## src/verilog/memory_consts.svh

```systemverilog
// MB20 core memory sizing constants
// Word, bus address and array address widths plus quadword size
`ifndef MEMORY_CONSTS_SVH
`define MEMORY_CONSTS_SVH

// Width of one core memory word, 36 data bits
`define WORD_BITS 36

// Bus word address width as seen on the storage bus
`define SBUS_ADDR_BITS 24

// Installed array size is 256K words
`define MEM_ADDR_BITS 18

// Words per quadword, also the width of the request mask
`define QUAD_WORDS 4

`endif

```

## src/verilog/memPkg.sv

```systemverilog
// Core memory side types
// Word, array address and quadword split of the array address
`include "memory_consts.svh"

package memPkg;

  typedef logic [`WORD_BITS-1:0] memWord_t; // One core word
  typedef logic [`MEM_ADDR_BITS-1:0] memAddr_t; // Address into installed array

  // Quadword base within installed memory
  typedef logic [`MEM_ADDR_BITS-$clog2(`QUAD_WORDS)-1:0] memQuadBase_t;

  typedef logic [$clog2(`QUAD_WORDS)-1:0] wordOffset_t; // Word within quadword

endpackage

```

## src/verilog/sbusDataDriver.sv

```systemverilog
// Storage bus data driver
// Puts the valid phase's word and its parity on the shared data bus
module sbusDataDriver (
  input  logic             validA,
  input  logic             validB,
  input  memPkg::memWord_t readDataA,
  input  memPkg::memWord_t readDataB,
  output memPkg::memWord_t data,
  output logic             dataPar
);

  // Only one phase owns the bus in any cycle
  always_comb begin
    if (validA) begin
      data = readDataA;
    end else if (validB) begin
      data = readDataB;
    end else begin
      data = '0; // Idle bus reads as zero
    end
  end

  // XOR parity of the bus word goes low when idle
  assign dataPar = ^data;

  // Overlapping phases would collide on the shared bus
  assert final (!(validA === 1'b1 && validB === 1'b1))
    else $error("Error %0t validA and validB high together", $time);

endmodule

```

## config.mk

```make
export PLATFORM = sky130hd
export DESIGN_NAME = sbusDataDriver
export DESIGN_NICKNAME = d
export VERILOG_FILES = /design/src/verilog/memPkg.sv /design/src/verilog/sbusDataDriver.sv
export VERILOG_INCLUDE_DIRS = /design/src /design/src/verilog
export SDC_FILE = /design/constraint.sdc
export NUM_CORES = 1
export LEC_CHECK = 0
export BUFFER_PORTS_ARGS = -buffer_cell sky130_fd_sc_hd__buf_4
export CAP_MARGIN = 20
export CORE_MARGIN = 1.5
export CORE_UTILIZATION = 36
export DETAILED_ROUTE_END_ITERATION = 8
export PLACE_DENSITY = 0.85
export REMOVE_ABC_BUFFERS = 1
export SLEW_MARGIN = 20
export SYNTH_ARGS = -nofsm -noshare
export SYNTH_HDL_FRONTEND = slang
export SYNTH_SLANG_ARGS = --single-unit
```

## constraint.sdc

```tcl
create_clock -name vclk -period 1.6
set_input_delay 0.16 -clock vclk [all_inputs]
set_output_delay 0.16 -clock vclk [all_outputs]
set_load 0.02 [all_outputs]
```

-- Yosys cells after proc, flatten, opt, wreduce, memory -nomap -nowiden
Index checks and enable logic that the tools add are counted.
- RAM bits: 0
- bits in latches: 0
- output and inout bits: 37
- bits of input ports: 74
- logic and storage cells: 3
- ROM bits: 0
- register bits after elaboration: 0
- memories kept: 0
- reduce and logical (&&, ||, !) cells: 1
- $lt $le $gt $ge: 0
- $add $sub $neg: 0
- bitwise logic cells: 0
- muxes and demuxes: 2
- equality and inequality tests: 0
- div/mod/pow operators: 0
- $mul: 0
- shifts and indexed selects: 0
- operator list (kind ; count):
    $mux 36 ; 2
    $reduce_xor 36->1 ; 1

-- Longest topological paths before layout
Gate-level depths: netlist of run 1.
- word-level depth: 3
- gate-level depth with buffers: 7
- depth with buffers taken out: 6

-- Least setup slack after synthesis of run 1
No wires, ideal clock.
- path kind: in2out
- start: input validA
- end: output dataPar
- setup slack: 0.019 ns
- data required time: 1.440 ns
- stages on the path: 7
- buffers on the path: 1
- data arrival time: 1.421 ns
- cell sequence: buf_2 > nor2b_1 > a22oi_1 > xnor2_1 > xnor2_1 > xnor2_1 > xnor3_1
- cells in the longest elaborated chain, start to end: 2
- RTL lines (item ; RTL line ; RTL):
    start: declaration ; sbusDataDriver.sv:4 ; input logic validA,
    $mux 36 ; sbusDataDriver.sv:14 ; if (validA) begin
    $reduce_xor 36->1 ; sbusDataDriver.sv:24 ; assign dataPar = ^data;
    end: declaration ; sbusDataDriver.sv:9 ; output logic dataPar
No other way between the ends.

-- Worst setup path after layout of run 1
- start: input readDataA[30]
- end: output dataPar
- cells in the longest elaborated chain, start to end: 2
- RTL lines (item ; RTL line ; RTL):
    start: declaration ; sbusDataDriver.sv:6 ; input memPkg::memWord_t readDataA,
    $mux 36 ; sbusDataDriver.sv:14 ;
    $reduce_xor 36->1 ; sbusDataDriver.sv:24 ;
No other way between the ends.

==> results of run 1 <==
==> power by group <==
part           internal, uW  switching [uW]  total (uW)
Sequential                0               0           0
Combinational           580             452        1030
Clock                     0               0           0
==> path summary, 6_finish.rpt <==
kind          start        to  depth (start not counted)
min   readDataA[33]  data[33]                          4
max   readDataA[30]   dataPar                          8
==> area by class of cell <==
class / count / area [um^2]
multi-input cells: 111 / 972
fillers: 200 / 626
well taps: 30 / 37.5
repair buffers: 119 / 910
==> cell usage in the layout (no fill, tap or decap) <==
cell and n:
sky130_fd_sc_hd__a22o_1 33, sky130_fd_sc_hd__a22o_2 1, sky130_fd_sc_hd__a22oi_1 5, sky130_fd_sc_hd__a22oi_2 1, sky130_fd_sc_hd__buf_12 1, sky130_fd_sc_hd__buf_4 117, sky130_fd_sc_hd__buf_6 1, sky130_fd_sc_hd__nand2_1 4
sky130_fd_sc_hd__nor2b_2 1, sky130_fd_sc_hd__o21ai_0 2, sky130_fd_sc_hd__xnor2_1 49, sky130_fd_sc_hd__xnor2_2 2, sky130_fd_sc_hd__xnor3_1 1, sky130_fd_sc_hd__xor2_1 12
==> stage by stage <==
| step | instances | setup TNS (ns) |
|---|---|---|
| after global placement | 260 | -0.145 |
| final | 260 | -0.111 |
| after global routing | 260 | -0.206 |
| after detailed placement | 260 | -0.174 |
| after floorplan | 111 | -17.95 |
| after CTS | 260 | -0.114 |
==> cell families (layout without fill, tap and decap cells) <==
group | after synthesis | in the layout | share of synthesized area [%]
AOI/OAI and AO/OA | 42 | 42 | 36.2
xor gates and xnor gates | 64 | 64 | 58.0
buffers and inverters | 9 | 119 | 3.66
and+or+nand+nor | 5 | 5 | 2.15
==> synth_stat cells <==
master	count	share of area, %
sky130_fd_sc_hd__buf_1	4	1.5
sky130_fd_sc_hd__nor2b_1	1	0.63
sky130_fd_sc_hd__xnor3_1	1	2.3
sky130_fd_sc_hd__nand2_1	4	1.5
sky130_fd_sc_hd__buf_2	2	1.0
sky130_fd_sc_hd__a22oi_1	5	3.8
sky130_fd_sc_hd__a22oi_2	1	1.3
sky130_fd_sc_hd__xor2_1	12	11
sky130_fd_sc_hd__a22o_2	1	1.0
sky130_fd_sc_hd__a22o_1	33	29
sky130_fd_sc_hd__clkbuf_1	3	1.1
sky130_fd_sc_hd__o21ai_0	2	1.0
sky130_fd_sc_hd__xnor2_1	51	45
==> worst min-delay path, cell delays in order <==
cell and delay [ns]:
sky130_fd_sc_hd__buf_4 0.09, sky130_fd_sc_hd__nand2_1 0.04, sky130_fd_sc_hd__o21ai_0 0.06, sky130_fd_sc_hd__buf_4 0.14
==> per-layer routing <==
layer | part of all wire (%) | vias to the layer above | track usage, % | wire length (um)
li1 | - | 656 | - | -
met1 | 36 | 621 | 25.0 | 1240
met2 | 54 | 73 | 41.2 | 1860
met3 | 7.7 | 10 | 3.51 | 266
met4 | 2.6 | 0 | 5.92 | 89
met5 | 0 | - | 0 | 0
==> repair_timing <==
action                                  4_1_cts  5_1_grt
hold endpoints to repair                      0        0
endpoints found under the setup margin        1        1
pin swaps                                     3        1
resized for setup                             3        0
==> summary.md, run 1 <==
The residual DRC count was 0; the final period demand of the worst path was 1.71 ns. Synthesis produced 120 cells. For the pin with the worst max-slew slack, the measured transition is 0.258 ns. The run gives -0.111 ns as the final worst-path setup slack.

The number of input and output port buffers inserted is 111. In this run the power density over the cells is 538 nW/um^2. For this run, the slowest stage of the critical path takes 0.35 ns.

For the cell area after placement, the log shows 1900 um^2. The logs give 0 for the number of clock buffers in the layout and 585 MHz for the achievable clock frequency. The final-report setup violation count is 1, and the total track usage is 21.8%. The tool flagged a number of max-cap violations equal to 0. The number of nets still failing antenna checks after routing was 0. Registers take 0 um^2. The first routing iteration left 41 violations.

Walking the worst path, the cells encountered are buf_4 -> xnor2_2 -> xnor2_1 -> xnor2_1 -> xnor2_1 -> a22oi_2 -> xnor3_1 -> buf_6. The first global-routing pass estimated 5830 um of wire. The cell with the biggest individual delay on the critical path is sky130_fd_sc_hd__xnor3_1.

The total number of vias is 1360. Pin placement for this block handled 111 I/O pins. Broken down by cell family, the worst path's largest delay share belongs to XOR/XNOR gates.

Summing internal, switching and leakage power gives 1030 uW. For this design the static power due to leakage is 0.000924 uW. The run gives 82.7% as the normalized max-slew margin. Setup repair after global routing could not meet its margin everywhere. The cell that appears most often on the critical path is sky130_fd_sc_hd__xnor2_1. The number of hold-repair buffers added at the cts stage was 0; the area of the placeable core was 2540 um^2. The max-slew violation count was 0.

The area overhead of the layout relative to synthesis works out to 93.7%. The final critical path takes up 107% of the cycle. The final layout contains a sequential cell count of 0. During synthesis, Yosys emitted a total of 0 warnings.

In this run the horizontal extent of the chip is 55.5 um. The first detailed-routing pass took 4 iterations. The via density per instance was 5.23. The run gives 1.44 ns as the critical path data required time. After clock tree synthesis, the setup repair step added 0 buffers. The routed design has 3450 um of wire. The worst-case IR drop observed on VDD is 0.558 mV. From bottom edge to top edge, the die measures 55.5 um. Net count reported at finish: 306. The average wire per cell in the routed design was 13.3 um. The logs give 75.4% for the core utilization of the finished layout and 3080 um^2 for the area of the die. The final reports fail on setup timing. STA classifies the critical path endpoint as an output port.

Synthesis instantiated 13 different standard cells from the library. The worst setup path is of the primary input to output port kind. Once the floorplan was initialized, standard cells occupied 38.9% of the core. The tightest min-delay check is of the primary input to output port type. Entering global routing, the biggest net connects 26 pins. The worst setup path is launched from a primary input. The run gives -0.174 ns as the post-place setup slack. The number of antenna violations at the first check in global routing is 0, and the post-detailed-placement half-perimeter wirelength is 2950 um. The tools report the number of diodes added for antenna fixing as 0. The flow ran to the end, but the final reports show violations. Of all nets on the critical path, the largest fanout is 2. The number of global-route vias before repair came out at 1350.

The tools report the total standard cell area after synthesis as 991 um^2. The post-route cell area is 1920 um^2. The fraction of final layout cells sized beyond drive strength 1 works out to 53.9%.

The global-route congestion overflow total is 0, and the final weighted congestion in routability-driven placement is 0.830. Across all hold checks on the routed design, the worst slack comes to 0.646 ns. The initialized floorplan defines 18 standard-cell rows. The average size of a mapped cell is 8.26 um^2. Worst path arrival time: 1.55 ns.

Counting both buffers and inverters, the worst setup path holds a total of 2. Summing the sequential cell areas from Yosys gives 0% of the chip area. The final hold violation count is 0.
(Power assumes the default switching activity.)
==> inputs of run 2 (changes only) <==
--- a/config.mk
+++ b/config.mk
@@ -6,10 +6,12 @@
 export SDC_FILE = /design/constraint.sdc
 export NUM_CORES = 1
 export LEC_CHECK = 0
+export ABC_AREA = 1
 export BUFFER_PORTS_ARGS = -buffer_cell sky130_fd_sc_hd__buf_4
 export CAP_MARGIN = 20
+export CORE_ASPECT_RATIO = 0.9
 export CORE_MARGIN = 1.5
-export CORE_UTILIZATION = 36
+export CORE_UTILIZATION = 46
 export DETAILED_ROUTE_END_ITERATION = 8
 export PLACE_DENSITY = 0.85
 export REMOVE_ABC_BUFFERS = 1
==> run 2 against run 1 <==
  * The run now fails in global routing
  * Synthesized cell count increased to 3.6 times the previous value
  * Synthesized area up 82%
==> summary.md, run 2 <==
The tools report the synthesized instance count as 435. OpenSTA, run right after detailed placement, puts the worst setup slack at -0.351 ns. 111 I/O pins were placed. The tool reported: "[ERROR DPL-0038] Utilization greater than 100%, impossible to legalize".

Of the post-synthesis cell area, the dominant cell type holds 59.6%. Ranked by instance count, the synthesized netlist is headed by sky130_fd_sc_hd__nand2_1, sky130_fd_sc_hd__inv_1, sky130_fd_sc_hd__nand3_1, sky130_fd_sc_hd__nor2_1, sky130_fd_sc_hd__buf_2. The portion of synthesized area spent on multiplexers is 0%. From bottom edge to top edge, the die measures 62.4 um. Sequential elements use 0% of the synthesized area.

In the post-synthesis netlist, the cell with the most instances is sky130_fd_sc_hd__nand2_1. Port buffering added 111 buffers. The row count is 21. By area, the combinational part of the netlist is dominated by simple AND/OR/NAND/NOR gates. The endpoint pin with the least setup slack after global-route repair was dataPar. For the post-detailed-placement half-perimeter wirelength, the log shows 4750 um.

It got as far as global routing and failed there. The tools report the starting density of the core as 48.3%. By area the synthesized netlist is led by sky130_fd_sc_hd__nand2_1, sky130_fd_sc_hd__nand3_1, sky130_fd_sc_hd__inv_1, sky130_fd_sc_hd__nor2_1, sky130_fd_sc_hd__buf_6. The flow did not finish. Dividing the synthesized area by the synthesized cell count gives 4.14 um^2. The overall die width was 69.0 um. Yosys printed 0 warnings. The final weighted congestion in routability-driven placement was 0.783. The synthesized design spends more area on one cell type than any other, namely sky130_fd_sc_hd__nand2_1. Total standard cell area after synthesis: 1800 um^2. Summing the areas of all xor and xnor instances in the mapped netlist gives 1.46% of the synthesized area.

The area share of fa/ha/maj cells after synthesis was 0%. The synthesized netlist devotes 4.93% of its cell area to compound gates. Hold repair after CTS inserted 0 buffers. After the last repair the worst path ends at a primary output.

The netlist uses 14 different library cells. Summing the areas of all and, or, nand and nor instances in the mapped netlist gives 76.4% of the synthesized area. For the cell area after placement, the log shows 2950 um^2.

The pin count of the biggest net entering global routing is 21.
==> run 2: metrics by stage <==
stage / hold slack [ns] / instances / utilization [%] / setup TNS, ns
CTS: 0.673 / 624 / 87.5 / -0.248
detailed placement: 0.691 / 616 / 79.0 / -0.351
global placement: 0.684 / 616 / 79.0 / -0.313
floorplan: 0.415 / 417 / - / -0.303
==> run 2: timing repair <==
item | 4_1_cts
gates cloned | 7
endpoints found under the setup margin | 1
resized for setup | 47
pin swaps | 14
buffers inserted | 1
==> run 2: cells by family after synthesis <==
kind of cell    count (synthesis)
buf+inv                        65
xor+xnor                        3
simple gates                  353
compound gates                 14
==> inputs of run 3 (changes only) <==
--- a/config.mk
+++ b/config.mk
@@ -9,11 +9,10 @@
 export ABC_AREA = 1
 export BUFFER_PORTS_ARGS = -buffer_cell sky130_fd_sc_hd__buf_4
 export CAP_MARGIN = 20
-export CORE_ASPECT_RATIO = 0.9
 export CORE_MARGIN = 1.5
-export CORE_UTILIZATION = 46
+export CORE_UTILIZATION = 35
 export DETAILED_ROUTE_END_ITERATION = 8
-export PLACE_DENSITY = 0.85
+export PLACE_DENSITY_LB_ADDON = 0.15
 export REMOVE_ABC_BUFFERS = 1
 export SLEW_MARGIN = 20
 export SYNTH_ARGS = -nofsm -noshare
==> run 3 against run 2 <==
  * The flow now finishes, with violations (setup timing)
  * Synthesized area unchanged
  * Synthesized cell count did not move
==> summary.md, run 3 <==
The share of total power consumed by net switching came out at 51.9%. At the pin with the least slew margin, the transition time is 0.275 ns. In the post-synthesis netlist, the biggest area contributors are sky130_fd_sc_hd__nand2_1, sky130_fd_sc_hd__nand3_1, sky130_fd_sc_hd__inv_1, sky130_fd_sc_hd__nor2_1, sky130_fd_sc_hd__buf_6. For the share of total power in combinational logic, the log shows 100.0%. The worst path uses 117% of the clock period. In the synthesized netlist, the cells that appear most often are sky130_fd_sc_hd__nand2_1, sky130_fd_sc_hd__inv_1, sky130_fd_sc_hd__nand3_1, sky130_fd_sc_hd__nor2_1, sky130_fd_sc_hd__buf_2. In this run the cell area measured after placement is 3020 um^2. The logs give 4850 um^2 for the area of the placeable core and 0 for the number of clock buffers in the layout. The number of cells on the worst hold path was 4. 111 I/O pins were placed. Leaving out fill and tap cells, the most frequent cells in the layout are sky130_fd_sc_hd__nand2_1, sky130_fd_sc_hd__buf_4, sky130_fd_sc_hd__inv_1.

The die covers 5590 um^2. The max-slew violation count is 0. The number of iterations in the first detailed-routing pass is 4.

Sequential cells burn 0% of the power. The final worst-path setup slack came out at -0.270 ns. The top cell type's share of synthesized area works out to 59.6%.

The logs give 0 for the synthesis warning total and 70.6% for the core utilization of the finished layout. The internal power summed over all cells is 631 uW, and the normalized max-slew margin is 81.6%. In this run, distinct cell masters in the synthesized netlist total 14. The analysis attributes to net switching a power of 682 uW. The worst setup path is launched from a primary input. The tool flagged a number of max-cap violations equal to 0.

The run finished, with violations left. The critical path data required time came out at 1.44 ns. Setup repair after global routing could not meet its margin everywhere.

The pin count of the biggest net entering global routing was 33. After detailed routing, the number of vias per cell comes to 4.64. Power density over the cells: 384 nW/um^2.

The synthesized netlist occupies a cell area of 1800 um^2. The average wire per cell in the routed design was 10.1 um. The number of input and output port buffers inserted came out at 111. The number of nets still failing antenna checks after routing was 0. After global routing the overflow that remains totals 0. In this run, the clock network consumes 0% of the power. In the final layout, the share of cells above drive strength 1 is 39.0%. The run gives 0.00219 uW as the standby leakage power. Wires add up to 6630 um. Leaving out fill and tap cells, the most frequent cell in the layout is sky130_fd_sc_hd__nand2_1. Largest fanout on the critical path: 6. The residual DRC count was 0. VDD sags by at most 0.200 mV. After routing the design area is 3420 um^2.

After legalization and detailed placement, the total HPWL measured 4690 um. Across every metal layer, demand over resource in global routing totals 21.4%. The total number of vias came out at 3037. The final hold violation count was 0. The critical path in this run is classified as primary input to output port.

Relative to the synthesized area, the layout overhead comes to 89.9%. The tools report the initial DRC count as 122. Counting the fill cells in the layout gives 442. The endpoint kind of the worst setup timing path is an output port. The number of antenna violations at the first check in global routing came out at 0. The final weighted congestion in routability-driven placement was 0.795.

The first global-routing pass estimated 9940 um of wire. The sequential cell area is 0 um^2. For this run, the register share of the synthesized area comes to 0%.

After layout, the minimum clock period comes to 1.87 ns. sky130_fd_sc_hd__nand2_1 takes more of the synthesized area than any other cell. The tightest min-delay check is of the primary input to output port type. The tools report the achievable clock frequency as 535 MHz.

The number of global-route vias before repair is 2492, and the average size of a mapped cell is 4.14 um^2. Yosys instantiated no cell more often than sky130_fd_sc_hd__nand2_1. Once the floorplan was initialized, standard cells occupied 37.2% of the core. STA puts the critical path data arrival time at 1.71 ns. The final-report setup violation count is 1, and the number of sequential cells is 0. The row count came out at 25. The final reports fail on setup timing.

The logs give 663 for the net count reported at finish and 435 for the synthesized instance count. The repair_antennas step left the layout with diodes totalling 0. The overall die width was 74.8 um; the die outline height was 74.8 um.
[run 3: cell counts after synthesis]
Identical to the previous run, type by type.
[run 3: logic make-up (layout without fill, tap and decap cells)]
logic type	Yosys count	count (layout)	synth area share (%)
XOR/XNOR	3	3	1.46
buffers and inverters	65	217	17.2
AND/OR/NAND/NOR	353	353	76.4
AO/OA/AOI/OAI	14	14	4.93
[run 3: critical path, cell delays in order]
cell and delay, ns:
sky130_fd_sc_hd__buf_16 0.14, sky130_fd_sc_hd__inv_16 0.09, sky130_fd_sc_hd__buf_12 0.12, sky130_fd_sc_hd__nand3_1 0.09
sky130_fd_sc_hd__nand2_2 0.11, sky130_fd_sc_hd__nand2_1 0.09, sky130_fd_sc_hd__nand2_1 0.09, sky130_fd_sc_hd__nand2_2 0.08
sky130_fd_sc_hd__buf_4 0.14, sky130_fd_sc_hd__nand3_1 0.07, sky130_fd_sc_hd__nand2_1 0.05, sky130_fd_sc_hd__nand2_1 0.07
sky130_fd_sc_hd__nand2_2 0.06, sky130_fd_sc_hd__inv_1 0.05, sky130_fd_sc_hd__nand2_1 0.05, sky130_fd_sc_hd__nand3_1 0.06
sky130_fd_sc_hd__nand2_1 0.06, sky130_fd_sc_hd__buf_6 0.13
[run 3: repair_timing]
| action | in CTS | in global routing |
|---|---|---|
| setup buffers | 2 | 1 |
| resized for setup | 52 | 25 |
| hold buffers | 0 | 0 |
| pin swaps | 16 | 10 |
| endpoints found under the setup margin | 1 | 1 |
| gates cloned | 4 | 2 |
[run 3: final timing paths]
kind / start / end / slack (ns)
hold / removal: readDataA[12] / data[12] / 0.66
setup / recovery: validA / dataPar / -0.27
[run 3: power by group through the flow]
| stage | clock network, uW | logic (uW) | registers (uW) |
|---|---|---|---|
| 6_report | 0 | 1310 | 0 |
| 5_1_grt | 0 | 1450 | 0 |
| 4_1_cts | 0 | 1260 | 0 |
| 3_5_place_dp | 0 | 1150 | 0 |
| 3_3_place_gp | 0 | 1130 | 0 |
| 2_1_floorplan | 0 | 600 | 0 |
[run 3: routing by layer]
layer,GRT usage (%),share of wire (%),routed length [um]
met4,0.606,1.0,67
met2,41.9,51,3360
met5,0,0,0
met3,1.47,6.5,432
met1,26.9,42,2760
[run 3: area by class of cell]
cell class	instances	area (um^2)	area share [%]
inverter	47	193	5.63
timing repair buffer	170	1510	44.2
tap	67	83.8	2.45
multi-input combinational	370	1630	47.7
[run 3: per-stage QoR]
step           TNS [ns]  cells  hold WS, ns  power [uW]  setup WS, ns
3_3_place_gp     -0.333    645        0.666        1130        -0.333
3_5_place_dp     -0.370    645        0.663        1150        -0.370
2_1_floorplan    -0.303    417        0.415         600        -0.303
4_1_cts          -0.234    651        0.664        1260        -0.234
5_1_grt          -0.411    654        0.695        1450        -0.411
6_report         -0.270    654        0.664        1310        -0.270
