<file path="src/verilog/memory_consts.svh">
// MB20 core memory sizing constants
// Word, bus address and array address widths plus quadword size
`ifndef MEMORY_CONSTS_SVH
`define MEMORY_CONSTS_SVH

// Width of one core memory word, 36 data bits
`define WORD_BITS 36

// Bus word address width as seen on the storage bus
`define SBUS_ADDR_BITS 24

// Installed array size is 256K words
`define MEM_ADDR_BITS 18

// Words per quadword, also the width of the request mask
`define QUAD_WORDS 4

`endif

</file>
<file path="src/verilog/sbusPkg.sv">
// Storage bus side types
// Bus word address with flat and quadword views, plus request mask
`include "memory_consts.svh"

package sbusPkg;

  // Quadword view of a bus address
  typedef struct packed {
    logic [`SBUS_ADDR_BITS-$clog2(`QUAD_WORDS)-1:0] quadBase; // Quadword base address
    logic [$clog2(`QUAD_WORDS)-1:0]                 wordOffset; // First word in quadword
  } sbusQuadAddr_t;

  // One bus address word, decoded two ways
  typedef union packed {
    logic [`SBUS_ADDR_BITS-1:0] flat; // Whole word address, for existence check
    sbusQuadAddr_t              quad; // Base and offset, for the sequencers
  } sbusAddr_u;

  // Words requested, bit 0 is the first word of the walk
  typedef logic [`QUAD_WORDS-1:0] rqMask_t;

endpackage

</file>
<file path="src/verilog/memPkg.sv">
// Core memory side types
// Word, array address and quadword split of the array address
`include "memory_consts.svh"

package memPkg;

  typedef logic [`WORD_BITS-1:0] memWord_t; // One core word
  typedef logic [`MEM_ADDR_BITS-1:0] memAddr_t; // Address into installed array

  // Quadword base within installed memory
  typedef logic [`MEM_ADDR_BITS-$clog2(`QUAD_WORDS)-1:0] memQuadBase_t;

  typedef logic [$clog2(`QUAD_WORDS)-1:0] wordOffset_t; // Word within quadword

endpackage

</file>
<file path="src/verilog/memPhaseSeq.sv">
// One MB20 phase engine
// Latches a quadword request and walks its mask one word per cycle
module memPhaseSeq (
  input  logic                 SBUS,
  input  logic                 reset,
  input  logic                 load,
  input  memPkg::memQuadBase_t quadBase,
  input  memPkg::wordOffset_t  wordOffset,
  input  sbusPkg::rqMask_t     mask,
  output logic                 ack,
  output logic                 valid,
  output memPkg::memAddr_t     readAddr
);

  memPkg::memQuadBase_t base;   // Quadword base being served
  memPkg::wordOffset_t  offset; // Running word offset, wraps mod 4
  sbusPkg::rqMask_t     toAck;  // Words still to serve, head at bit 0

  // Control state
  always_ff @(posedge SBUS) begin
    if (reset) begin
      offset <= '0;
      toAck  <= '0;
    end else if (load) begin // New request, also replaces a walk in progress
      offset <= wordOffset;
      toAck  <= mask;
    end else if (toAck != '0) begin
      offset <= memPkg::wordOffset_t'(offset + 1'b1); // Wraps within the quadword
      toAck  <= toAck >> 1; // Next word moves to the head
    end
  end

  // Base only matters while a walk is live
  always_ff @(posedge SBUS) begin
    if (load) begin
      base <= quadBase;
    end
  end

  // Acknowledge and data valid are the same level here
  assign ack   = toAck[0];
  assign valid = toAck[0];

  assign readAddr = {base, offset}; // Word currently presented

  // A valid must trace back to a load within the last four edges
  assert property (@(posedge SBUS) disable iff (reset)
    $rose(valid) |-> ($past(load, 1) || $past(load, 2) || $past(load, 3) || $past(load, 4)))
    else $error("Error %0t valid rose with no recent load", $time);

endmodule

</file>
<file path="config.mk">
export PLATFORM = sky130hd
export DESIGN_NAME = memPhaseSeq
export DESIGN_NICKNAME = d
export VERILOG_FILES = /design/src/verilog/sbusPkg.sv /design/src/verilog/memPkg.sv /design/src/verilog/memPhaseSeq.sv
export VERILOG_INCLUDE_DIRS = /design/src /design/src/verilog
export SDC_FILE = /design/constraint.sdc
export NUM_CORES = 1
export LEC_CHECK = 0
export ABC_CLOCK_PERIOD_IN_PS = 3040
export BUFFER_PORTS_ARGS = -buffer_cell sky130_fd_sc_hd__buf_2
export CORE_MARGIN = 3
export CORE_UTILIZATION = 41
export DETAILED_ROUTE_END_ITERATION = 12
export PLACE_DENSITY_LB_ADDON = 0.12
export SLEW_MARGIN = 5
export SYNTH_ARGS = -nofsm -noshare
export SYNTH_HDL_FRONTEND = slang
export SYNTH_SLANG_ARGS = --single-unit
export TNS_END_PERCENT = 30
</file>
<file path="constraint.sdc">
create_clock -name SBUS -period 3.04 [get_ports SBUS]
set_input_delay 0.152 -clock SBUS [delete_from_list [all_inputs] [get_ports SBUS]]
set_output_delay 0.152 -clock SBUS [all_outputs]
set_load 0.005 [all_outputs]
</file>
Word-level counts from Yosys, hierarchy flattened
Cells that the tools add are included.
- add/sub/neg operators: 1
- multipliers: 0
- div/mod/pow operators: 0
- $lt $le $gt $ge: 0
- equality and inequality tests: 0
- shift operators: 0
- mux-type cells: 4
- bitwise operators: 0
- reduce and logical (&&, ||, !) cells: 2
- operator list (operator ; number):
    4-bit two-way mux ; 2
    2-bit two-way mux ; 2
    4-bit nonzero test ; 1
    2-bit by 1-bit adder with 2-bit output, second input constant ; 1
    2-bit nonzero test ; 1
- bits in registers: 22
- latch bits: 0
- bits in writable memories: 0
- memory bits (read-only): 0
- bits of input ports: 25
- output and inout port bits: 20
- word-level logic and storage cells: 10
- memories: 0

Depth between registers and ports, before layout
Gate-level depths: netlist of run 1.
- depth in word-level cells: 3
- gate-level depth with buffers: 4
- depth with buffers taken out: 3

Worst setup path after synthesis of run 1
No wires, ideal clock.
- path type: register to register
- from: reg toAck[0]
- to: reg offset[1]
- library setup time: 115 ps
- arrival: 901 ps
- required time: 2925 ps
- setup slack: 2024 ps
- stages on the path, launching flop included: 4
- path buffers: 0
- path through: dfxtp_1 o41ai_2 xnor2_1 o21a_1
- cells in the longest elaborated chain, start to end: 2
- ends and longest elaborated chain (element ; line ; RTL):
    start, declared ; memPhaseSeq.sv:17 ; sbusPkg::rqMask_t toAck;
    start signal, assigned ; memPhaseSeq.sv:26 ; toAck <= mask;
    start signal, assigned ; memPhaseSeq.sv:29 ; toAck <= toAck >> 1;
    4-bit nonzero test ; memPhaseSeq.sv:27 ; end else if (toAck != '0) begin
    2-bit nonzero test (no line) ; - ;
    end signal, assigned ; memPhaseSeq.sv:25 ; offset <= wordOffset;
    end signal, assigned ; memPhaseSeq.sv:28 ; offset <= memPkg::wordOffset_t'(offset + 1'b1);
    end, declared ; memPhaseSeq.sv:16 ; memPkg::wordOffset_t offset;
No other way between the ends.
A chain may end at the register's enable or synchronous reset.

Final worst setup path of run 1
- from: reg offset[0]
- to: reg offset[0]
- cells in the longest elaborated chain, start to end: 3
- ends and longest elaborated chain (element ; line ; RTL):
    2-bit by 1-bit adder with 2-bit output ; memPhaseSeq.sv:28 ;
    2-bit two-way mux ; memPhaseSeq.sv:27 ;
    2-bit two-way mux ; memPhaseSeq.sv:24 ; end else if (load) begin
No other way between the ends. The select of a mux whose other input is x is not followed.

==> summary.log, run 1 <==
[global_route] GRT Total Usage 0.114
[layout] Antenna Diode Count 0
[synth] sequential cell area fraction in the yosys report 0.801
[setup_path] maximum single-stage delay on the critical path 530 ps
[floorplan] I/O pin count 45
[timing] Post-Route Setup TNS 0 ps
[clock_network] total clock buffers created by CTS 3
[layout] final-stage net count 119
[place] placed cell count 109
[setup_path] Critical Path Source Type flip-flop
[timing] setup clock skew after layout 6.42 ps
[layout] fin area 1040 um^2
[clock_network] Longest Clk Path Bufs 2
[layout] Layout Utilization 0.648
[clock_network] clock tree sinks 22
[place] cell area reported after detailed placement 977 um^2
[setup_path] cell type of the slowest stage on the worst timing path sky130_fd_sc_hd__or4_1
[layout] area delta synth->final 39.2%
[timing] slew of the pin with the lowest slew margin 505 ps
[global_route] Overflow after GRT 0
[clock_network] post-cts sizing count 0
[setup_path] Buf/Inv on CP 0
[timing] endpoints failing hold 0
[pwr] Max rail drop VDD 0.357 mV
[synth] dominant cells by area after synthesis sky130_fd_sc_hd__edfxtp_1 64%, sky130_fd_sc_hd__dfxtp_1 16%, sky130_fd_sc_hd__mux2i_1 4.0%, sky130_fd_sc_hd__o41ai_2 2.2%, sky130_fd_sc_hd__nor2_1 2.0%
[place] # port buffers 44
[synth] most common library cells after synthesis 16 x sky130_fd_sc_hd__edfxtp_1, 6 x sky130_fd_sc_hd__dfxtp_1, 4 x sky130_fd_sc_hd__nor2_1
[setup_path] worst setup path category reg2reg
[pwr] total power consumption of the routed design 0.541 mW
[place] routability cong. 0.693
[synth] flip-flop and latch count after synthesis 22
[synth] Cells after Synth 44
[flow_run] max-cap violation count 0
[clock_network] clock slew at the register clock pins of the worst setup and hold paths 110 ps
[clock_network] number of buffers inserted by post-CTS setup repair 0
[clock_network] hold-fix buffer count after cts 0
[clock_network] H-tree lvl count 1
[synth] post-synthesis net count 69
[setup_path] Worst Path Arrival 1280 ps
[timing] unrepaired setup endpoints after global routing no
[timing] Fmax 940 MHz
[routing] number of detailed-routing iterations run before antenna repair 2
[floorplan] number of standard-cell rows in the floorplan 14
[routing] average via count per standard cell 4.43
[floorplan] horizontal die dimension 48.8 um
[floorplan] die footprint 2380 um^2
[routing] violation count after the first detailed-routing iteration 3
[setup_path] Critical Path Fanout Max 4
[clock_network] clock latency on the worst-skew pair 290 ps
[routing] remaining antenna violation count after routing 0
[outcome] result of the run finished, final reports clean
[pwr] standby leakage power 0.468 nW
[synth] Synth Flop Type sky130_fd_sc_hd__edfxtp_1
[synth] Synth async-reset ratio 0
[layout] post-layout instance count excluding filler cells 117
[setup_path] worst r2r path cells 2
[synth] cell taking the most area after synthesis sky130_fd_sc_hd__edfxtp_1
[timing] number of pins exceeding their max-slew limit in the final report 0
[floorplan] Initial Util 0.465
[synth] total number of yosys warnings 0
[routing] routed length per placed instance 11.6 um
[timing] number of setup violations in the final report 0
[layout] share of layout cells above drive strength 1 0.516
[clock_network] CTS Root Cell sky130_fd_sc_hd__clkbuf_4
[global_route] number of antenna violations at the first check in global routing 0
[setup_path] CP Capture Type flip-flop
[place] pre-CTS setup slack 1860 ps
[min_path] instance count along the most critical hold path 1
[timing] final critical delay including setup and external delays 1060 ps
[layout] total area of multi-input combinational cells 123 um^2
[floorplan] overall die height 48.8 um
[timing] Hold WS 28.2 ps
[routing] DRC viols 0
[synth] syn_area_per_cell 17.0 um^2
[setup_path] cells along the critical path or4_1 > o211ai_1
[synth] synth unique cells 17
[global_route] vias in the first global route 487
[timing] worst setup slack after layout 1980 ps
[floorplan] core area 1610 um^2
[clock_network] TritonCTS clock tree built
[timing] normalized max-slew margin 0.663
[global_route] largest net degree at the start of global routing 26
[routing] routed via count 518
[setup_path] path length in cells of the critical path 2
[synth] count of flip-flops with a built-in enable after synthesis 16
[routing] post-detailed-routing wire length 1360 um
[synth] Post-Synthesis Cell Area 749 um^2
[layout] Filler Cells Inserted 138
[pwr] PD cells 519 nW/um^2
[synth] most common cell in the synthesized netlist sky130_fd_sc_hd__edfxtp_1
[min_path] Hold WC Path Type in2reg
[setup_path] Top delay family on crit path simple AND/OR/NAND/NOR gates
[global_route] wire length of the first global-routing pass 2080 um
[synth] post-synth top area share 0.641
[layout] area of all sequential standard cells 601 um^2
[timing] part of the cycle the worst path needs 0.350
[setup_path] Crit path required time 3260 ps
worst paths after layout:
| kind | endpoint | slack [ps] | from |
|---|---|---|---|
| max reg2reg | offset[0] | 1980 | offset[0] |
| min reg2reg | toAck[0] | 550 | toAck[1] |
| max | offset[0] | 1980 | offset[0] |
| min | base[5] | 30 | quadBase[5] |
logic make-up (layout without fill, tap and decap cells):
kind of cell | Yosys count | after routing | synth area share
DFF | 22 | 22 | 0.801
and+or+nand+nor | 10 | 10 | 0.0634
AOI/OAI and AO/OA | 4 | 4 | 0.0484
buffers and inverters | 4 | 53 | 0.0351
muxes | 3 | 3 | 0.0401
xor gates and xnor gates | 1 | 1 | 0.0117
layout make-up:
class,instances,area share
clock buffers,4,0.0252
inverters,1,0.00360
well taps,24,0.0288
multi-input cells,18,0.118
repair buffers,48,0.249
flip-flops and latches,22,0.576
per-layer routing:
metal / up-vias / wire length (um) / global-route usage
met5: - / 0 / 0
li1: 257 / - / -
met1: 233 / 520 / 0.128
met3: 0 / 125 / 0.0399
met4: 0 / 0 / 0.0427
met2: 28 / 716 / 0.199
report_power, final:
part           switching (mW)  internal, mW  total (mW)
sequential            0.00871         0.346       0.354
clock                  0.0748        0.0509       0.126
combinational          0.0259        0.0351      0.0610
total                   0.109         0.432       0.541
state kept, by name, summed over array words and instances, names as in the netlist:
name / cells
base: 16
offset: 2
toAck: 4
layout by cell type (no fill, tap or decap):
cell type	instances
sky130_fd_sc_hd__buf_2	44
sky130_fd_sc_hd__clkbuf_1	1
sky130_fd_sc_hd__o21a_1	1
sky130_fd_sc_hd__dlygate4sd3_1	4
sky130_fd_sc_hd__nor2_1	4
sky130_fd_sc_hd__nand2_1	3
sky130_fd_sc_hd__nor4_1	1
sky130_fd_sc_hd__dfxtp_1	6
sky130_fd_sc_hd__clkbuf_4	3
sky130_fd_sc_hd__mux2i_1	3
sky130_fd_sc_hd__inv_1	1
sky130_fd_sc_hd__a21oi_1	1
sky130_fd_sc_hd__xnor2_1	1
sky130_fd_sc_hd__edfxtp_1	16
sky130_fd_sc_hd__o41ai_2	1
sky130_fd_sc_hd__or4_1	1
sky130_fd_sc_hd__o211ai_1	1
sky130_fd_sc_hd__nor3b_1	1
Note: power is estimated with default switching activity, not from simulation.
==> run 2: changes to the inputs <==
--- a/config.mk
+++ b/config.mk
@@ -6,10 +6,11 @@
 export SDC_FILE = /design/constraint.sdc
 export NUM_CORES = 1
 export LEC_CHECK = 0
-export ABC_CLOCK_PERIOD_IN_PS = 3040
+export ABC_AREA = 1
+export ABC_CLOCK_PERIOD_IN_PS = 900
 export BUFFER_PORTS_ARGS = -buffer_cell sky130_fd_sc_hd__buf_2
 export CORE_MARGIN = 3
-export CORE_UTILIZATION = 41
+export CORE_UTILIZATION = 36
 export DETAILED_ROUTE_END_ITERATION = 12
 export PLACE_DENSITY_LB_ADDON = 0.12
 export SLEW_MARGIN = 5
==> constraint.sdc (replaced) <==
create_clock -name SBUS -period 0.9 [get_ports SBUS]
set_input_delay 0.045 -clock SBUS [delete_from_list [all_inputs] [get_ports SBUS]]
set_output_delay 0.045 -clock SBUS [all_outputs]
set_load 0.005 [all_outputs]
==> summary.log, run 2 <==
[place] routability cong. 0.683 [was 0.693]
[routing] remaining antenna violation count after routing 0 [unchanged]
[setup_path] Critical R2R Launch toAck[1] [was offset[0]]
[synth] fraction of synthesized cell area in xor and xnor cells 0 [was 0.0117]
[layout] Antenna Diode Count 0 [unchanged]
[outcome] result of the run finished, final reports clean [unchanged]
[setup_path] cell type of the slowest stage on the worst timing path sky130_fd_sc_hd__edfxtp_1 [was sky130_fd_sc_hd__or4_1]
[layout] area delta synth->final 70.6% [was 39.2%]
[setup_path] path length in cells of the critical path 1 [was 2]
[global_route] vias in the first global route 579 [was 487]
[clock_network] clock latency on the worst-skew pair 290 ps [about the same]
[layout] most common library cell in the layout ignoring fill and taps sky130_fd_sc_hd__buf_2 [unchanged]
[layout] share of layout cells above drive strength 1 0.467 [was 0.516]
[timing] Fmax 1150 MHz
[routing] routed via count 614 [was 518]
[global_route] largest net degree at the start of global routing 14 [was 26]
[floorplan] core area 1820 um^2 [was 1610 um^2]
[setup_path] critical path startpoint base[9] [was offset[0]]
[layout] register with the highest flop count base [unchanged]
[floorplan] number of standard-cell rows in the floorplan 15 [was 14]
[routing] violation count after the first detailed-routing iteration 4 [was 3]
[timing] unrepaired setup endpoints after global routing yes [was no]
[routing] DRC viols 0 [unchanged]
[synth] dominant cells by area after synthesis sky130_fd_sc_hd__edfxtp_1 65%, sky130_fd_sc_hd__dfxtp_1 16%, sky130_fd_sc_hd__nand2_1 4.6%, sky130_fd_sc_hd__nor2_1 4.6%, sky130_fd_sc_hd__a21oi_1 2.0% [was sky130_fd_sc_hd__edfxtp_1 64%, sky130_fd_sc_hd__dfxtp_1 16%, sky130_fd_sc_hd__mux2i_1 4.0%, sky130_fd_sc_hd__o41ai_2 2.2%, sky130_fd_sc_hd__nor2_1 2.0%]
[timing] part of the cycle the worst path needs 0.962
[clock_network] total clock buffers created by CTS 3 [unchanged]
[synth] flip-flop and latch count after synthesis 22 [unchanged]
[setup_path] Critical Path Source Type flip-flop [unchanged]
[pwr] PD cells 1750 nW/um^2 [was 519 nW/um^2]
[floorplan] horizontal die dimension 51.2 um [was 48.8 um]
[clock_network] clock slew at the register clock pins of the worst setup and hold paths 120 ps [was 110 ps]
[synth] compound-cell area share of the yosys netlist 0.0374 [was 0.0484]
[synth] Post-Synthesis Cell Area 737 um^2 [was 749 um^2]
[routing] routed length per placed instance 10.5 um [was 11.6 um]
[synth] sequential cell area fraction in the yosys report 0.815 [was 0.801]
[routing] post-detailed-routing wire length 1540 um [was 1360 um]
[setup_path] Buf/Inv on CP 1 [was 0]
[timing] number of setup violations in the final report 0 [unchanged]
[floorplan] Initial Util 0.405 [was 0.465]
[setup_path] worst setup path category reg2out [was reg2reg]
[setup_path] Crit path required time 850 ps [was 3260 ps]
[setup_path] CP Capture Type output port [was flip-flop]
[min_path] instance count along the most critical hold path 3 [was 1]
[clock_network] H-tree lvl count 1 [unchanged]
[place] placed cell count 123 [was 109]
[clock_network] Longest Clk Path Bufs 2 [unchanged]
[timing] endpoints failing hold 0 [unchanged]
[routing] number of detailed-routing iterations run before antenna repair 3 [was 2]
[place] DP Wirelength 1030 um
[layout] flip-flop count of the largest register, all copies and words added 16 [unchanged]
[setup_path] worst r2r path cells 4 [was 2]
[layout] largest registers base (16), toAck (4), offset (2) [unchanged]
[layout] Filler Cells Inserted 139 [was 138]
[synth] Cells after Synth 53 [was 44]
[synth] post-synth top area share 0.652 [was 0.641]
[synth] total number of yosys warnings 0 [unchanged]
[synth] Synth async-reset ratio 0 [unchanged]
[timing] normalized max-slew margin 0.882 [was 0.663]
[pwr] standby leakage power 0.580 nW [was 0.468 nW]
[synth] synth unique cells 12 [was 17]
[global_route] number of antenna violations at the first check in global routing 0 [unchanged]
[synth] synthesized-area fraction occupied by adder cells 0 [unchanged]
[routing] uppermost layer routed met4 [was met3]
[synth] mux contribution to synthesized area 0 [was 0.0401]
[setup_path] register-to-register setup slack 60 ps [was 1980 ps]
[layout] final-stage net count 148 [was 119]
[place] cell area reported after detailed placement 996 um^2 [was 977 um^2]
[layout] area of all sequential standard cells 604 um^2 [was 601 um^2]
[setup_path] Top delay family on crit path flip-flops [was simple AND/OR/NAND/NOR gates]
[place] # port buffers 44 [unchanged]
[timing] final critical delay including setup and external delays 866 ps
[setup_path] Critical Path End readAddr[11] [was offset[0]]
[synth] most common cell in the synthesized netlist sky130_fd_sc_hd__edfxtp_1 [unchanged]
[flow_run] max-cap violation count 0 [unchanged]
[pwr] Max rail drop VDD 1.13 mV [was 0.357 mV]
[routing] routed wire length on met2 819 um [was 716 um]
[synth] post-synthesis net count 78 [was 69]
[floorplan] I/O pin count 45 [unchanged]
[place] pre-CTS setup slack 40.9 ps [was 1860 ps]
[setup_path] Worst Path Arrival 820 ps [was 1280 ps]
[clock_network] TritonCTS clock tree built [unchanged]
[min_path] Hold WC Path Type in2reg [unchanged]
[synth] syn_area_per_cell 13.9 um^2 [was 17.0 um^2]
[layout] post-layout instance count excluding filler cells 147 [was 117]
[setup_path] Critical Path Fanout Max 1 [was 4]
[layout] total area of multi-input combinational cells 115 um^2 [was 123 um^2]
[setup_path] Reg2Reg Capture Point offset[1] [was offset[0]]
[routing] average via count per standard cell 4.18 [was 4.43]
[timing] number of pins exceeding their max-slew limit in the final report 0 [unchanged]
[timing] worst setup slack after layout 34.1 ps [was 1980 ps]
[synth] Synth Flop Type sky130_fd_sc_hd__edfxtp_1 [unchanged]
[synth] Simple-Gate Fraction of Synth Area 0.112 [was 0.0634]
[floorplan] die footprint 2630 um^2 [was 2380 um^2]
[routing] wire length on met3 124 um [was 125 um]
[synth] count of flip-flops with a built-in enable after synthesis 16 [unchanged]
[synth] most common library cells after synthesis 16 x sky130_fd_sc_hd__edfxtp_1, 9 x sky130_fd_sc_hd__nand2_1, 9 x sky130_fd_sc_hd__nor2_1 [was 16 x sky130_fd_sc_hd__edfxtp_1, 6 x sky130_fd_sc_hd__dfxtp_1, 4 x sky130_fd_sc_hd__nor2_1]
[timing] setup clock skew after layout 1.79 ps [was 6.42 ps]
[global_route] GRT Total Usage 0.125 [was 0.114]
[layout] most frequent cells in the layout 44 x sky130_fd_sc_hd__buf_2, 20 x sky130_fd_sc_hd__dlygate4sd3_1, 16 x sky130_fd_sc_hd__edfxtp_1 [was 44 x sky130_fd_sc_hd__buf_2, 16 x sky130_fd_sc_hd__edfxtp_1, 6 x sky130_fd_sc_hd__dfxtp_1]
[clock_network] clock tree sinks 22 [unchanged]
[timing] slew of the pin with the lowest slew margin 177 ps [was 505 ps]
[clock_network] number of buffers inserted by post-CTS setup repair 0 [unchanged]
[global_route] Overflow after GRT 0 [unchanged]
[routing] routed length on met1 579 um [was 520 um]
[setup_path] maximum single-stage delay on the critical path 390 ps [was 530 ps]
[global_route] wire length of the first global-routing pass 2390 um [was 2080 um]
[floorplan] overall die height 51.2 um [was 48.8 um]
[pwr] total power consumption of the routed design 2.20 mW [was 0.541 mW]
[layout] fin area 1260 um^2 [was 1040 um^2]
[synth] main combinational cell family by area after synthesis simple AND/OR/NAND/NOR gates [unchanged]
[synth] cell taking the most area after synthesis sky130_fd_sc_hd__edfxtp_1 [unchanged]
[timing] Hold WS 31.8 ps [was 28.2 ps]
[clock_network] CTS Root Cell sky130_fd_sc_hd__clkbuf_4 [unchanged]
[setup_path] cells along the critical path buf_2 [was or4_1 > o211ai_1]
## run 2: cell count changes in the layout (fill, tap and decap cells not counted), sizes merged, moves of 2 or more
| cell | delta |
|---|---|
| buf | +2 |
| nand2 | +6 |
| mux2i | -3 |
| dlygate4sd3 | +16 |
| a21oi | +2 |
| inv | +4 |
| nor2 | +5 |
| nand3 | +2 |
## run 2: layer usage
metal | vias to the layer above | track usage
met1 | 274 | 0.134
met2 | 23 | 0.223
li1 | 315 | -
met4 | 0 | 0.0655
met5 | - | 0
met3 | 2 | 0.0350
## run 2: area by class of cell
type                            count  share of cell area
Sequential cell                    22               0.481
Timing Repair Buffer               66               0.346
Multi-Input combinational cell     25              0.0915
Tap cell                           25              0.0249
Clock inverter                      1              0.0239
Clock buffer                        3              0.0179
Inverter                            5              0.0149
## run 2: cell families after synthesis
family,after synthesis
and+or+nand+nor,20
buffers and inverters,6
AOI/OAI and AO/OA,5
DFF,22
## run 2: how the worst min path moves through the flow
stage / startpoint / endpoint / slack [ps]
finish: mask[1] / toAck[1] / 30
global route: mask[1] / toAck[1] / 30
CTS: mask[1] / toAck[1] / 10
detailed placement: quadBase[11] / base[11] / 220
global placement: quadBase[5] / base[5] / 220
floorplan: reset / toAck[2] / 110
## run 2: power by group
part	switching [mW]	total [mW]	leakage, nW	internal [mW]
clock network	0.282	0.731	0.0279	0.449
logic	0.110	0.276	0.345	0.166
registers	0.0249	1.20	0.207	1.17
## run 2: what timing repair did
item | CTS | global route
setup endpoints to repair | 0 | 6
endpoints found under the hold margin | 20 | 0
hold buffers | 20 | 0
gates resized for setup | 0 | 5
## run 2: metrics by stage
step	utilization	setup TNS [ps]
2_1_floorplan	-	0
3_3_place_gp	0.547	0
3_5_place_dp	0.547	0
4_1_cts	0.686	0
5_1_grt	0.691	-68.1
6_report	0.691	0
==> run 3: changes to the inputs <==
--- a/config.mk
+++ b/config.mk
@@ -6,11 +6,10 @@
 export SDC_FILE = /design/constraint.sdc
 export NUM_CORES = 1
 export LEC_CHECK = 0
-export ABC_AREA = 1
 export ABC_CLOCK_PERIOD_IN_PS = 900
 export BUFFER_PORTS_ARGS = -buffer_cell sky130_fd_sc_hd__buf_2
 export CORE_MARGIN = 3
-export CORE_UTILIZATION = 36
+export CORE_UTILIZATION = 37
 export DETAILED_ROUTE_END_ITERATION = 12
 export PLACE_DENSITY_LB_ADDON = 0.12
 export SLEW_MARGIN = 5
==> summary.log, run 3 (synthesis results as in run 1) <==
[timing] slew of the pin with the lowest slew margin 261 ps [was 177 ps]
[timing] normalized max-slew margin 0.824 [was 0.882]
[routing] DRC viols 0 [unchanged]
[clock_network] CTS Root Cell sky130_fd_sc_hd__clkbuf_4 [unchanged]
[global_route] Global Route met3 Usage 0.0379 [was 0.0350]
[clock_network] clock slew at the register clock pins of the worst setup and hold paths 110 ps [was 120 ps]
[global_route] global routing met1 resource utilization 0.156 [was 0.134]
[pwr] Net Switching 0.413 mW [was 0.417 mW]
[routing] violation count after the first detailed-routing iteration 16 [was 4]
[min_path] instance count along the most critical hold path 3 [unchanged]
[floorplan] Initial Util 0.412 [was 0.405]
[clock_network] number of buffers inserted by post-CTS setup repair 0 [unchanged]
[routing] routed via count 633 [was 614]
[timing] worst setup slack after layout -158 ps [was 34.1 ps]
[pwr] PD cells 1520 nW/um^2 [was 1750 nW/um^2]
[layout] most frequent cells in the layout 42 x sky130_fd_sc_hd__buf_2, 20 x sky130_fd_sc_hd__dlygate4sd3_1, 16 x sky130_fd_sc_hd__edfxtp_1 [was 44 x sky130_fd_sc_hd__buf_2, 20 x sky130_fd_sc_hd__dlygate4sd3_1, 16 x sky130_fd_sc_hd__edfxtp_1]
[setup_path] cells along the critical path o41ai_2 > xnor2_1 > o21a_1 [was buf_2]
[clock_network] clock latency on the worst-skew pair 300 ps [was 290 ps]
[pwr] portion of total power attributed to the clock network 0.223 [was 0.332]
[layout] final-stage net count 140 [was 148]
[pwr] switching share of power 0.213 [was 0.189]
[timing] endpoints failing hold 0 [unchanged]
[layout] fin area 1270 um^2 [was 1260 um^2]
[floorplan] overall die height 51.0 um [was 51.2 um]
[setup_path] maximum single-stage delay on the critical path 350 ps [was 390 ps]
[setup_path] cell type of the slowest stage on the worst timing path sky130_fd_sc_hd__dfxtp_2 [was sky130_fd_sc_hd__edfxtp_1]
[floorplan] die footprint 2600 um^2 [was 2630 um^2]
[pwr] sequential fraction of design power 0.618 [was 0.543]
[place] DP Wirelength 1100 um [was 1030 um]
[place] routability cong. 0.689 [was 0.683]
[floorplan] core area 1820 um^2 [unchanged]
[global_route] number of antenna violations at the first check in global routing 0 [unchanged]
[timing] Fmax 945 MHz [was 1150 MHz]
[layout] Antenna Diode Count 0 [unchanged]
[pwr] Max rail drop VDD 1.13 mV [about the same]
[setup_path] Reg2Reg Capture Point offset[1] [unchanged]
[setup_path] Critical R2R Launch toAck[0] [was toAck[1]]
[routing] remaining antenna violation count after routing 0 [unchanged]
[floorplan] horizontal die dimension 51.0 um [was 51.2 um]
[routing] post-detailed-routing wire length 1810 um [was 1540 um]
[outcome] result of the run finished, violations left [was finished, final reports clean]
[global_route] GRT Total Usage 0.148 [was 0.125]
[clock_network] total clock buffers created by CTS 3 [unchanged]
[setup_path] CP Capture Type flip-flop [was output port]
[routing] average via count per standard cell 4.55 [was 4.18]
[global_route] largest net degree at the start of global routing 13 [was 14]
[layout] area delta synth->final 70.1% [was 70.6%]
[floorplan] number of standard-cell rows in the floorplan 15 [unchanged]
[setup_path] Crit path required time 1110 ps [was 850 ps]
[global_route] layer with the highest usage met2 [unchanged]
[min_path] Worst Hold Endpoint offset[0] [was toAck[1]]
[timing] number of pins exceeding their max-slew limit in the final report 0 [unchanged]
[outcome] violations in the final reports setup timing
[clock_network] Longest Clk Path Bufs 2 [unchanged]
[timing] Post-Route Setup TNS -344 ps [was 0 ps]
[layout] largest registers base (16), toAck (4), offset (2) [unchanged]
[flow_run] max-cap violation count 0 [unchanged]
[min_path] Hold WC Path Type in2reg [unchanged]
[setup_path] register-to-register setup slack -160 ps [was 60 ps]
[timing] final critical delay including setup and external delays 1060 ps [was 866 ps]
[timing] unrepaired setup endpoints after global routing yes [unchanged]
[clock_network] clock tree sinks 22 [unchanged]
[place] # port buffers 44 [unchanged]
[pwr] cell-internal power 1.53 mW [was 1.79 mW]
[layout] share of layout cells above drive strength 1 0.526 [was 0.467]
[pwr] standby leakage power 0.568 nW [was 0.580 nW]
[global_route] Overflow after GRT 0 [unchanged]
[setup_path] Worst Path Arrival 1270 ps [was 820 ps]
[clock_network] TritonCTS clock tree built [unchanged]
[setup_path] Critical Path Fanout Max 3 [was 1]
[layout] flip-flop count of the largest register, all copies and words added 16 [unchanged]
[global_route] wire length of the first global-routing pass 2730 um [was 2390 um]
[layout] most common library cell in the layout ignoring fill and taps sky130_fd_sc_hd__buf_2 [unchanged]
[layout] register with the highest flop count base [unchanged]
[global_route] vias in the first global route 571 [was 579]
[routing] routed length per placed instance 13.0 um [was 10.5 um]
[place] cell area reported after detailed placement 1020 um^2 [was 996 um^2]
[floorplan] I/O pin count 45 [unchanged]
[setup_path] worst r2r path cells 3 [was 4]
[timing] setup clock skew after layout 7.30 ps [was 1.79 ps]
[min_path] startpoint of the lowest-slack hold path wordOffset[0] [was mask[1]]
[pwr] Comb power frac 0.159 [was 0.125]
[routing] number of detailed-routing iterations run before antenna repair 4 [was 3]
[clock_network] H-tree lvl count 1 [unchanged]
[timing] number of setup violations in the final report 5 [was 0]
[timing] part of the cycle the worst path needs 1.18 [was 0.962]
[global_route] M2 GR Usage 0.270 [was 0.223]
[setup_path] Critical Path Source Type flip-flop [unchanged]
[setup_path] worst setup path category reg2reg [was reg2out]
-- run 3: cell types whose count changed in the layout (fill, tap and decap cells not counted), moves of 2 or more --
| cell | before | now |
|---|---|---|
| sky130_fd_sc_hd__buf_6 | 0 | 3 |
| sky130_fd_sc_hd__buf_2 | 44 | 42 |
| sky130_fd_sc_hd__nor2_1 | 7 | 4 |
| sky130_fd_sc_hd__a21oi_1 | 3 | 1 |
| sky130_fd_sc_hd__buf_4 | 2 | 4 |
| sky130_fd_sc_hd__nand2_1 | 9 | 3 |
| sky130_fd_sc_hd__mux2i_1 | 0 | 3 |
| sky130_fd_sc_hd__dfxtp_2 | 3 | 5 |
| sky130_fd_sc_hd__nor2_2 | 2 | 0 |
| sky130_fd_sc_hd__dfxtp_1 | 3 | 1 |
| sky130_fd_sc_hd__inv_1 | 4 | 1 |
-- run 3: cell type report --
type	instances	area, um^2
well taps	25	31.3
flip-flops and latches	22	607
repair buffers	69	474
inverters	1	3.75
clock inverters	1	3.75
clock buffers	3	22.5
fillers	134	546
multi-input cells	18	133
-- run 3: worst max-delay path by stage --
stage | cells after the start | slack, ps | to | startpoint
after detailed placement | 3 | -150 | offset[1] | toAck[3]
after floorplan | 3 | -110 | offset[1] | toAck[3]
after global placement | 3 | -140 | offset[1] | toAck[3]
final | 3 | -160 | offset[1] | toAck[0]
after CTS | 3 | -170 | offset[1] | toAck[0]
after global routing | 3 | -230 | offset[0] | toAck[3]
-- run 3: layer usage --
layer / up-vias / part of all wire
met2: 32 / 0.54
met5: - / 0
met1: 294 / 0.36
met4: 0 / 0.022
li1: 303 / -
met3: 4 / 0.079
-- run 3: worst max-delay path: cells and delay by family (launching register included) --
kind	cells	cell delay (ps)
AO/OA/AOI/OAI	2	520
flip-flops	1	350
XOR/XNOR	1	110
-- run 3: per-stage QoR --
stage / hold WS [ps] / std cells / utilization / power (mW) / worst slack [ps]
5_1_grt: 12.9 / 139 / 0.700 / 2.06 / -232
2_1_floorplan: 144 / 44 / - / 1.29 / -112
3_5_place_dp: 223 / 115 / 0.558 / 1.44 / -153
6_report: 12.0 / 139 / 0.700 / 1.94 / -158
3_3_place_gp: 221 / 115 / 0.558 / 1.43 / -144
4_1_cts: 4.46 / 139 / 0.687 / 1.95 / -170
-- run 3: repair_timing --
item                                   4_1_cts  5_1_grt
endpoints found under the hold margin       20        0
resized for setup                            2        8
pin swaps                                    1        1
setup endpoints to repair                    5       13
hold buffers                                20        0
-- run 3: power by group through the flow --
stage | clock network (mW) | logic [mW] | registers [mW]
final | 0.432 | 0.309 | 1.20
after CTS | 0.459 | 0.292 | 1.19
after global placement | 0 | 0.220 | 1.21
after detailed placement | 0 | 0.221 | 1.22
after global routing | 0.511 | 0.337 | 1.21
after floorplan | 0 | 0.0567 | 1.23
